<file path="config.mk">
export PLATFORM = sky130hd
export DESIGN_NAME = frame_parser_fsm_flat
export DESIGN_NICKNAME = d
export VERILOG_FILES = /design/src/design/udp_rx_pkg.sv /design/src/design/rx_payload_if.sv /design/src/design/frame_parser_fsm.sv /design/src/design/frame_byte_counter.sv /design/src/design/frame_check_sequence.sv /design/src/flat_wrapper.sv
export SDC_FILE = /design/constraint.sdc
export NUM_CORES = 1
export LEC_CHECK = 0
export BUFFER_PORTS_ARGS = -buffer_cell sky130_fd_sc_hd__buf_2
export CORE_UTILIZATION = 55
export CTS_BUF_LIST = sky130_fd_sc_hd__clkbuf_16
export DETAILED_ROUTE_END_ITERATION = 10
export PLACE_DENSITY_LB_ADDON = 0.3
export SKIP_LAST_GASP = 1
export SLEW_MARGIN = 20
export SYNTH_ARGS = -nofsm -noshare
export SYNTH_HDL_FRONTEND = slang
export SYNTH_SLANG_ARGS = --single-unit
</file>
<file path="constraint.sdc">
create_clock -name clock -period 3.56 [get_ports clock]
set_input_delay 0.89 -clock clock [delete_from_list [all_inputs] [get_ports clock]]
set_output_delay 0.89 -clock clock [all_outputs]
set_load 0.02 [all_outputs]
</file>
<file path="src/design/udp_rx_pkg.sv">
/*
  Shared types and constants of the UDP receive path.
  Offsets assume an untagged Ethernet II frame without preamble
  and a 20-byte IPv4 header without options.
*/
package udp_rx_pkg;

    localparam int COUNT_W = 16;

    // One word on the byte stream and in the payload FIFO
    typedef struct packed {
        logic       last;
        logic [7:0] data;
    } frame_word_t;

    typedef enum logic [1:0] {
        IDLE,
        RECEIVE,
        DISCARD,
        VERDICT
    } rx_state_t;

    ////////////////////////////////////////////////////////////////////////////
    // Byte positions, counted from the first destination MAC byte
    localparam logic [COUNT_W-1:0] ETHERTYPE_OFFSET   = COUNT_W'(12);
    localparam logic [COUNT_W-1:0] IP_PROTOCOL_OFFSET = COUNT_W'(23);
    localparam logic [COUNT_W-1:0] UDP_DEST_OFFSET    = COUNT_W'(36);
    localparam logic [COUNT_W-1:0] HEADER_BYTES       = COUNT_W'(42); // First payload byte
    localparam logic [COUNT_W-1:0] FCS_BYTES          = COUNT_W'(4);

    ////////////////////////////////////////////////////////////////////////////
    // Protocol values
    localparam logic [15:0] ETHERTYPE_IPV4  = 16'h0800;
    localparam logic [7:0]  IP_PROTOCOL_UDP = 8'd17;

    // Reflected CRC-32, residue taken before the final inversion
    localparam logic [31:0] CRC_POLY    = 32'hEDB8_8320;
    localparam logic [31:0] CRC_RESIDUE = 32'hDEBB_20E3;

endpackage
</file>
<file path="src/design/rx_payload_if.sv">
/*
  Payload path between parser, payload FIFO and receive handler.
  The FIFO is first-word-fall-through, one read_enable pops one word.
*/
`timescale 1ns/10ps

interface rx_payload_if;

    udp_rx_pkg::frame_word_t write_word;
    logic                    write_enable;
    udp_rx_pkg::frame_word_t read_word;
    logic                    read_enable;
    logic                    empty;
    logic                    full;
    logic                    flush;     // Drops all stored words in one cycle

    modport writer (
        output write_word, write_enable,
        input  full, empty
    );

    modport reader (
        output read_enable, flush,
        input  read_word, empty
    );

    modport fifo (
        input  write_word, write_enable, read_enable, flush,
        output read_word, empty, full
    );

endinterface

</file>
<file path="src/design/frame_parser_fsm.sv">
/*
  Receive FSM. A frame may only start while receive_data_ready is high.
  Payload bytes are held back FCS_BYTES deep so the FCS never reaches
  the FIFO. Verdict pulses one cycle after the last byte.
*/
`timescale 1ns/10ps

module frame_parser_fsm #(
    parameter logic [15:0] LISTEN_PORT = 16'h1234
)(
    input  logic                    clock,
    input  logic                    rst_n,
    input  udp_rx_pkg::frame_word_t receive_data,
    input  logic                    receive_data_enable,
    output logic                    receive_data_ready,
    rx_payload_if.writer            payload,
    output logic                    good_packet,
    output logic                    bad_packet
);

    localparam int DELAY_W = udp_rx_pkg::FCS_BYTES * 8;

    udp_rx_pkg::rx_state_t          state;
    udp_rx_pkg::rx_state_t          state_next;
    logic [udp_rx_pkg::COUNT_W-1:0] count;
    logic                           at_ethertype;
    logic                           at_protocol;
    logic                           at_udp_port;
    logic                           in_payload;
    logic                           take;
    logic                           frame_clear;
    logic                           crc_match;
    logic                           frame_ok;
    logic                           field_bad;
    logic                           write_due;
    logic                           overflow;
    logic [7:0]                     expected;
    logic [DELAY_W-1:0]             delay_line;

    frame_byte_counter i_frame_byte_counter (
        .clock        (clock),
        .rst_n        (rst_n),
        .clear        (frame_clear),
        .count_enable (take),
        .count        (count),
        .at_ethertype (at_ethertype),
        .at_protocol  (at_protocol),
        .at_udp_port  (at_udp_port),
        .in_payload   (in_payload)
    );

    frame_check_sequence i_frame_check_sequence (
        .clock       (clock),
        .rst_n       (rst_n),
        .clear       (frame_clear),
        .data        (receive_data.data),
        .data_enable (take),
        .match       (crc_match)
    );

    assign receive_data_ready = (state == udp_rx_pkg::IDLE) && payload.empty;
    assign take = receive_data_enable && (receive_data_ready ||
                  state == udp_rx_pkg::RECEIVE || state == udp_rx_pkg::DISCARD);
    assign frame_clear = (state == udp_rx_pkg::VERDICT);

    ////////////////////////////////////////////////////////////////////////////
    // Header field checks
    always_comb begin
        expected = receive_data.data;   // No check outside the fields
        if (at_ethertype) begin
            expected = (count == udp_rx_pkg::ETHERTYPE_OFFSET) ?
                       udp_rx_pkg::ETHERTYPE_IPV4[15:8] : udp_rx_pkg::ETHERTYPE_IPV4[7:0];
        end else if (at_protocol) begin
            expected = udp_rx_pkg::IP_PROTOCOL_UDP;
        end else if (at_udp_port) begin
            expected = (count == udp_rx_pkg::UDP_DEST_OFFSET) ? LISTEN_PORT[15:8] : LISTEN_PORT[7:0];
        end
    end

    assign field_bad = take && (state == udp_rx_pkg::RECEIVE) && (receive_data.data != expected);

    ////////////////////////////////////////////////////////////////////////////
    // FCS delay line and FIFO write
    assign write_due = take && (state == udp_rx_pkg::RECEIVE) && in_payload &&
                       (count >= udp_rx_pkg::HEADER_BYTES + udp_rx_pkg::FCS_BYTES);
    assign overflow  = write_due && payload.full;

    assign payload.write_enable = write_due && !payload.full;
    assign payload.write_word   = '{last: receive_data.last, data: delay_line[DELAY_W-1 -: 8]};

    always_ff @(posedge clock) begin
        if (take && in_payload) begin
            delay_line <= {delay_line[DELAY_W-9:0], receive_data.data};
        end
    end

    always_ff @(posedge clock or negedge rst_n) begin
        if (!rst_n) begin
            frame_ok <= 1'b1;
        end else if (frame_clear) begin
            frame_ok <= 1'b1;
        end else if (field_bad || overflow) begin
            frame_ok <= 1'b0;
        end
    end

    ////////////////////////////////////////////////////////////////////////////
    // State machine
    always_comb begin
        state_next = state;
        case (state)
            udp_rx_pkg::IDLE: begin
                if (take) begin
                    state_next = receive_data.last ? udp_rx_pkg::VERDICT : udp_rx_pkg::RECEIVE;
                end
            end
            udp_rx_pkg::RECEIVE: begin
                if (take && receive_data.last) begin
                    state_next = udp_rx_pkg::VERDICT;
                end else if (field_bad || overflow) begin
                    state_next = udp_rx_pkg::DISCARD;
                end
            end
            udp_rx_pkg::DISCARD: begin
                if (take && receive_data.last) begin
                    state_next = udp_rx_pkg::VERDICT;
                end
            end
            default: state_next = udp_rx_pkg::IDLE;
        endcase
    end

    always_ff @(posedge clock or negedge rst_n) begin
        if (!rst_n) begin
            state <= udp_rx_pkg::IDLE;
        end else begin
            state <= state_next;
        end
    end

    // Runts without payload fail the length test
    assign good_packet = frame_clear && frame_ok && crc_match &&
                         (count > udp_rx_pkg::HEADER_BYTES + udp_rx_pkg::FCS_BYTES);
    assign bad_packet  = frame_clear && !good_packet;

    // Last payload word was written in the cycle of the last byte
    assert property (@(posedge clock) disable iff (!rst_n) good_packet |-> !payload.empty)
        else $error("frame_parser_fsm: good verdict with an empty payload FIFO");

endmodule

</file>
<file path="src/design/frame_byte_counter.sv">
/*
  Counts frame bytes, saturating at the top of COUNT_W.
  Position flags refer to the byte presented in the current cycle.
*/
`timescale 1ns/10ps

module frame_byte_counter (
    input  logic                           clock,
    input  logic                           rst_n,
    input  logic                           clear,
    input  logic                           count_enable,
    output logic [udp_rx_pkg::COUNT_W-1:0] count,
    output logic                           at_ethertype,
    output logic                           at_protocol,
    output logic                           at_udp_port,
    output logic                           in_payload
);

    always_ff @(posedge clock or negedge rst_n) begin
        if (!rst_n) begin
            count <= '0;
        end else if (clear) begin
            count <= '0;
        end else if (count_enable && count != '1) begin
            count <= count + 1'b1;
        end
    end

    assign at_ethertype = (count == udp_rx_pkg::ETHERTYPE_OFFSET) ||
                          (count == udp_rx_pkg::ETHERTYPE_OFFSET + 1'b1);
    assign at_protocol  = (count == udp_rx_pkg::IP_PROTOCOL_OFFSET);
    assign at_udp_port  = (count == udp_rx_pkg::UDP_DEST_OFFSET) ||
                          (count == udp_rx_pkg::UDP_DEST_OFFSET + 1'b1);
    assign in_payload   = (count >= udp_rx_pkg::HEADER_BYTES);

endmodule

</file>
<file path="src/design/frame_check_sequence.sv">
/*
  Byte-serial Ethernet CRC-32, LSB first.
  match is only meaningful after the FCS bytes have been fed in.
*/
`timescale 1ns/10ps

module frame_check_sequence (
    input  logic       clock,
    input  logic       rst_n,
    input  logic       clear,
    input  logic [7:0] data,
    input  logic       data_enable,
    output logic       match
);

    logic [31:0] crc;

    function automatic logic [31:0] crc_byte(input logic [31:0] crc_in, input logic [7:0] byte_in);
        logic [31:0] c;
        int          bit_index;
        c = crc_in ^ {24'd0, byte_in};
        for (bit_index = 0; bit_index < 8; bit_index++) begin
            c = c[0] ? ((c >> 1) ^ udp_rx_pkg::CRC_POLY) : (c >> 1);
        end
        return c;
    endfunction

    always_ff @(posedge clock or negedge rst_n) begin
        if (!rst_n) begin
            crc <= '1;
        end else if (clear) begin
            crc <= '1;                      // Preset for next frame
        end else if (data_enable) begin
            crc <= crc_byte(crc, data);
        end
    end

    assign match = (crc == udp_rx_pkg::CRC_RESIDUE);

endmodule

</file>
<file path="src/flat_wrapper.sv">
// flat-port wrapper written by rule: the top's interface ports become plain ports
module frame_parser_fsm_flat 
#(
    parameter logic [15:0] LISTEN_PORT = 16'h1234
)
  (clock, rst_n, receive_data, receive_data_enable, receive_data_ready, good_packet, bad_packet, payload_write_word, payload_write_enable, payload_full, payload_empty);
  rx_payload_if payload_i ();
  input  logic clock;
  input  logic rst_n;
  input  udp_rx_pkg::frame_word_t receive_data;
  input  logic receive_data_enable;
  output logic receive_data_ready;
  output logic good_packet;
  output logic bad_packet;
  output wire logic [$bits(payload_i.write_word)-1:0] payload_write_word;
  output wire logic [$bits(payload_i.write_enable)-1:0] payload_write_enable;
  input wire logic [$bits(payload_i.full)-1:0] payload_full;
  input wire logic [$bits(payload_i.empty)-1:0] payload_empty;
  assign payload_write_word = payload_i.write_word;
  assign payload_write_enable = payload_i.write_enable;
  assign payload_i.full = payload_full;
  assign payload_i.empty = payload_empty;
  frame_parser_fsm #(.LISTEN_PORT(LISTEN_PORT)) u_core (.clock(clock), .rst_n(rst_n), .receive_data(receive_data), .receive_data_enable(receive_data_enable), .receive_data_ready(receive_data_ready), .payload(payload_i), .good_packet(good_packet), .bad_packet(bad_packet));
endmodule
</file>
==> impl_metrics.prom <==
# TYPE chip_impl_metric gauge
chip_impl_metric{name="worst_skew_pair.late_latency",unit="ns"} 0.34
chip_impl_metric{name="chipHeight",unit="um"} 94.6
chip_impl_metric{name="via_count",unit=""} 3060
chip_impl_metric{name="cts_max_path_buffers",unit=""} 2
chip_impl_metric{name="diodes",unit=""} 0
chip_impl_metric{name="final-hold-violation-count",unit=""} 0
chip_impl_info{name="worstSetupEndpointType",value="output port"} 1
chip_impl_metric{name="synthesis.instances",unit=""} 403
chip_impl_info{name="cp_cell_sequence",value="or4b_1 -> or3_1 -> or4_4 -> nor4b_4 -> nor2b_1 -> buf_4"} 1
chip_impl_metric{name="final.fill_count",unit=""} 685
chip_impl_metric{name="power.leakage",unit="nW"} 2.06
chip_impl_metric{name="final_critical_path_setup_slack",unit="ns"} 0.0711
chip_impl_metric{name="die_area",unit="mm2"} 0.00895
chip_impl_metric{name="yosys_register_bits",unit=""} 83
chip_impl_metric{name="synthesis.area_per_instance",unit="um2"} 11.7
chip_impl_metric{name="initial_core_util",unit=""} 0.571
chip_impl_metric{name="first_global_vias",unit=""} 3025
chip_impl_info{name="post-synth-top-area-cell",value="edfxtp_1"} 1
chip_impl_info{name="result_of_the_run",value="finished clean"} 1
chip_impl_metric{name="synth_top_cell_area_share",unit=""} 0.204
chip_impl_metric{name="nNetsFinal",unit=""} 440
chip_impl_metric{name="finalWeightedCongestion",unit=""} 0.832
chip_impl_metric{name="clock_tree_sinks",unit=""} 83
chip_impl_metric{name="peakVddDrop",unit="mV"} 0.523
chip_impl_metric{name="async_reset_ff_frac",unit=""} 0.614
chip_impl_metric{name="area_growth",unit="%"} 9.66
chip_impl_metric{name="avgViaCountPerCell",unit=""} 5.80
chip_impl_metric{name="timing_max_transition_violations_final",unit=""} 0
chip_impl_info{name="top_layer",value="met4"} 1
chip_impl_metric{name="postLayoutCoreUtil",unit=""} 0.626
chip_impl_metric{name="synthXorXnorAreaFrac",unit=""} 0.196
chip_impl_metric{name="critPathMaxFanout",unit=""} 2
chip_impl_metric{name="yosys-mux-area-fraction",unit=""} 0
chip_impl_info{name="largest_family_of_logic_cells_by_synthesized_area",value="XOR/XNOR gates"} 1
chip_impl_info{name="worstReg2RegStart",value="u_core.i_frame_byte_counter.count[0]$_DFFE_PN0P_"} 1
chip_impl_metric{name="cts-htree-levels",unit=""} 3
chip_impl_info{name="post_synth_main_area_contributors",value="edfxtp_1 (20%), dfstp_2 (18%), dfrtp_1 (9.6%)"} 1
chip_impl_metric{name="dr.pass1.iters",unit=""} 5
chip_impl_metric{name="wl",unit="um"} 8990
chip_impl_metric{name="syn-cell-area",unit="mm2"} 0.00472
chip_impl_metric{name="met3_length",unit="um"} 335
chip_impl_metric{name="yosysSeqAreaShare",unit=""} 0.483
chip_impl_metric{name="report.power.total",unit="mW"} 5.76
chip_impl_metric{name="drt-wirelength-per-cell",unit="um"} 17.0
chip_impl_info{name="timing.critical_path.from_type",value="flip-flop"} 1
chip_impl_metric{name="route.layer.met1.wl",unit="um"} 4190
chip_impl_metric{name="layout-drive-gt1-share",unit=""} 0.248
chip_impl_metric{name="yosys.area_share.adder",unit=""} 0.0212
chip_impl_metric{name="finalSetupViolCount",unit=""} 0
chip_impl_info{name="clockRootBuffer",value="clkbuf_16"} 1
chip_impl_metric{name="globalRouteOverflowTotal",unit=""} 0
chip_impl_metric{name="fmax",unit="MHz"} 287
chip_impl_info{name="yosysMostFrequentCell",value="nor2_1"} 1
chip_impl_metric{name="grt_antenna_before_repair",unit=""} 0
chip_impl_info{name="cts_tree",value="yes"} 1
chip_impl_metric{name="floorplan.die.width",unit="um"} 94.6
chip_impl_metric{name="synth_compound_gate_area_share",unit=""} 0.126
chip_impl_info{name="synth_top_flop_cell",value="dfstp_2"} 1
chip_impl_metric{name="drv_cap",unit=""} 0
chip_impl_metric{name="tightestPinTransition",unit="ns"} 0.795
chip_impl_metric{name="cts.hold.buffers_added",unit=""} 0
chip_impl_info{name="first_element_of_the_critical_path",value="u_core.frame_ok$_DFFE_PN1P_"} 1
chip_impl_info{name="setup.worst_path.class",value="flip-flop to output port"} 1
chip_impl_metric{name="largest_net_degree_at_the_start_of_global_routing",unit=""} 60
chip_impl_metric{name="preCtsSetupSlack",unit="ns"} 0.450
chip_impl_metric{name="number_of_port_buffers",unit=""} 26
chip_impl_metric{name="multi_input_comb_area",unit="mm2"} 0.00227
chip_impl_metric{name="seq_area",unit="mm2"} 0.00228
chip_impl_metric{name="grt_first_pass_wirelength",unit="um"} 14700
chip_impl_info{name="holdCritPathClass",value="flip-flop to flip-flop"} 1
chip_impl_metric{name="cp_data_required_time",unit="ns"} 2.67
chip_impl_metric{name="finalCritPeriodShare",unit=""} 0.980
chip_impl_info{name="synth_common_cells",value="nor2_1 (50), xnor2_1 (45), dfstp_2 (33)"} 1
chip_impl_metric{name="synth_simple_gate_area_share",unit=""} 0.131
chip_impl_metric{name="post_synth_edffs",unit=""} 32
chip_impl_metric{name="placed_cells_incl_taps",unit=""} 511
chip_impl_metric{name="worstPathArrival",unit="ns"} 2.60
chip_impl_info{name="critical-path-slowest-cell",value="dfstp_2"} 1
chip_impl_metric{name="yosysWarnings",unit=""} 0
chip_impl_metric{name="boundaryPins",unit=""} 27
chip_impl_metric{name="timing.hold.ws",unit="ns"} 0.422
chip_impl_metric{name="drt.antenna.violating_nets",unit=""} 0
chip_impl_metric{name="drt_iter0_drc",unit=""} 216
chip_impl_metric{name="netlist-cell-type-count",unit=""} 58
chip_impl_metric{name="detail_placement_hpwl",unit="um"} 6310
chip_impl_metric{name="tritoncts.num_buffers",unit=""} 9
chip_impl_metric{name="grt_use_total",unit=""} 0.218
chip_impl_metric{name="drc",unit=""} 0
chip_impl_metric{name="final.min_clock_period",unit="ns"} 3.49
chip_impl_metric{name="finalNonFillerCells",unit=""} 528
chip_impl_metric{name="post_synthesis_net_count",unit=""} 425
chip_impl_metric{name="fp.coreArea",unit="mm2"} 0.00826
chip_impl_metric{name="critical_path.max_stage_delay",unit="ns"} 0.52
chip_impl_metric{name="num_rows",unit=""} 33
chip_impl_metric{name="power-per-cell-area",unit="mW/mm2"} 1110
chip_impl_metric{name="timing.max_slew.rel_slack",unit=""} 0.470
chip_impl_metric{name="met2_length",unit="um"} 4310
chip_impl_info{name="worstHoldStart",value="u_core.delay_line[13]$_DFFE_PP_"} 1
chip_impl_metric{name="timing.clock.skew",unit="ns"} 0.00694
chip_impl_metric{name="cts.clk_slew.worst_paths",unit="ns"} 0.07
chip_impl_info{name="grt_setup_unrepaired",value="true"} 1
==> layer usage <==
metal  GRT usage  vias up
met1       0.312     1498
met5           0        -
met4      0.0884        0
met3      0.0354       17
li1            -     1471
met2       0.332       74
==> worst max-delay path: cells and delay by family, from the launching register on <==
kind                   cells  cell delay [ns]
DFF                        1             0.52
buffers and inverters      1             0.16
and+or+nand+nor            5             1.58
==> per-stage QoR <==
stage          area, um2  setup TNS, ns
3_5_place_dp        4830              0
5_1_grt             5170        -0.0279
6_report            5170              0
4_1_cts             5130              0
3_3_place_gp        4830              0
2_1_floorplan       4720              0
==> cells in the final DEF (no fill, tap or decap), drive strengths merged, types with 4 or more instances in the layout <==
master	Yosys	layout
xnor2	55	55
nor2	50	50
dfstp	33	33
xor2	33	33
edfxtp	32	32
a211o	31	31
buf	13	31
dfrtp	18	18
a21oi	13	13
inv	6	11
nand4	9	9
clkbuf	14	9
nand3	8	8
nand2	8	8
ha	8	8
or3	7	7
o21ai	7	7
o21bai	4	4
nand2b	4	4
and3	4	4
nor3	4	4
==> sequential cells by signal, indices dropped and copies added, names as in the netlist <==
name                               count
u_core.delay_line                     32
u_core.frame_ok                        1
u_core.i_frame_byte_counter.count     16
u_core.i_frame_check_sequence.crc     32
u_core.state                           2
==> cell families (layout without fill, tap and decap cells) <==
logic type | count (synthesis) | count (layout)
adders and majority gates | 8 | 8
buffers and inverters | 33 | 53
and+or+nand+nor | 114 | 114
DFF | 83 | 83
AOI/OAI and AO/OA | 76 | 76
xor gates and xnor gates | 89 | 89
==> repair_timing <==
action                                  in CTS  in global routing
endpoints found under the setup margin       0                  2
setup buffers                                0                  1
gates resized for setup                      0                  5
==> where the power goes <==
part | leakage (nW) | switching (mW) | internal [mW] | total [mW]
registers | 0.880 | 0.286 | 1.37 | 1.66
clock network | 0.148 | 0.413 | 0.497 | 0.910
logic | 1.03 | 1.65 | 1.54 | 3.19
==> path summary, 6_finish.rpt <==
kind,to,slack (ns),cells after the start
max,bad_packet,0.07,6
min,u_core.delay_line[21]$_DFFE_PP_,0.42,0
max reg2reg,u_core.state[0]$_DFFE_PN0P_,0.90,8
min reg2reg,u_core.delay_line[21]$_DFFE_PP_,0.42,0
max in group asynchronous,u_core.i_frame_check_sequence.crc[14]$_DFFE_PN1P_,2.16,2
min in group asynchronous,u_core.i_frame_byte_counter.count[2]$_DFFE_PN0P_,0.65,1
==> final cells by class <==
| class | count | area share |
|---|---|---|
| multi-input combinational | 287 | 0.439 |
| tap | 105 | 0.0254 |
| clock inverter | 7 | 0.0143 |
| timing repair buffer | 31 | 0.0329 |
| clock buffer | 9 | 0.0436 |
| inverter | 6 | 0.00436 |
| sequential | 83 | 0.441 |
Power figures use the tool's default switching activity.
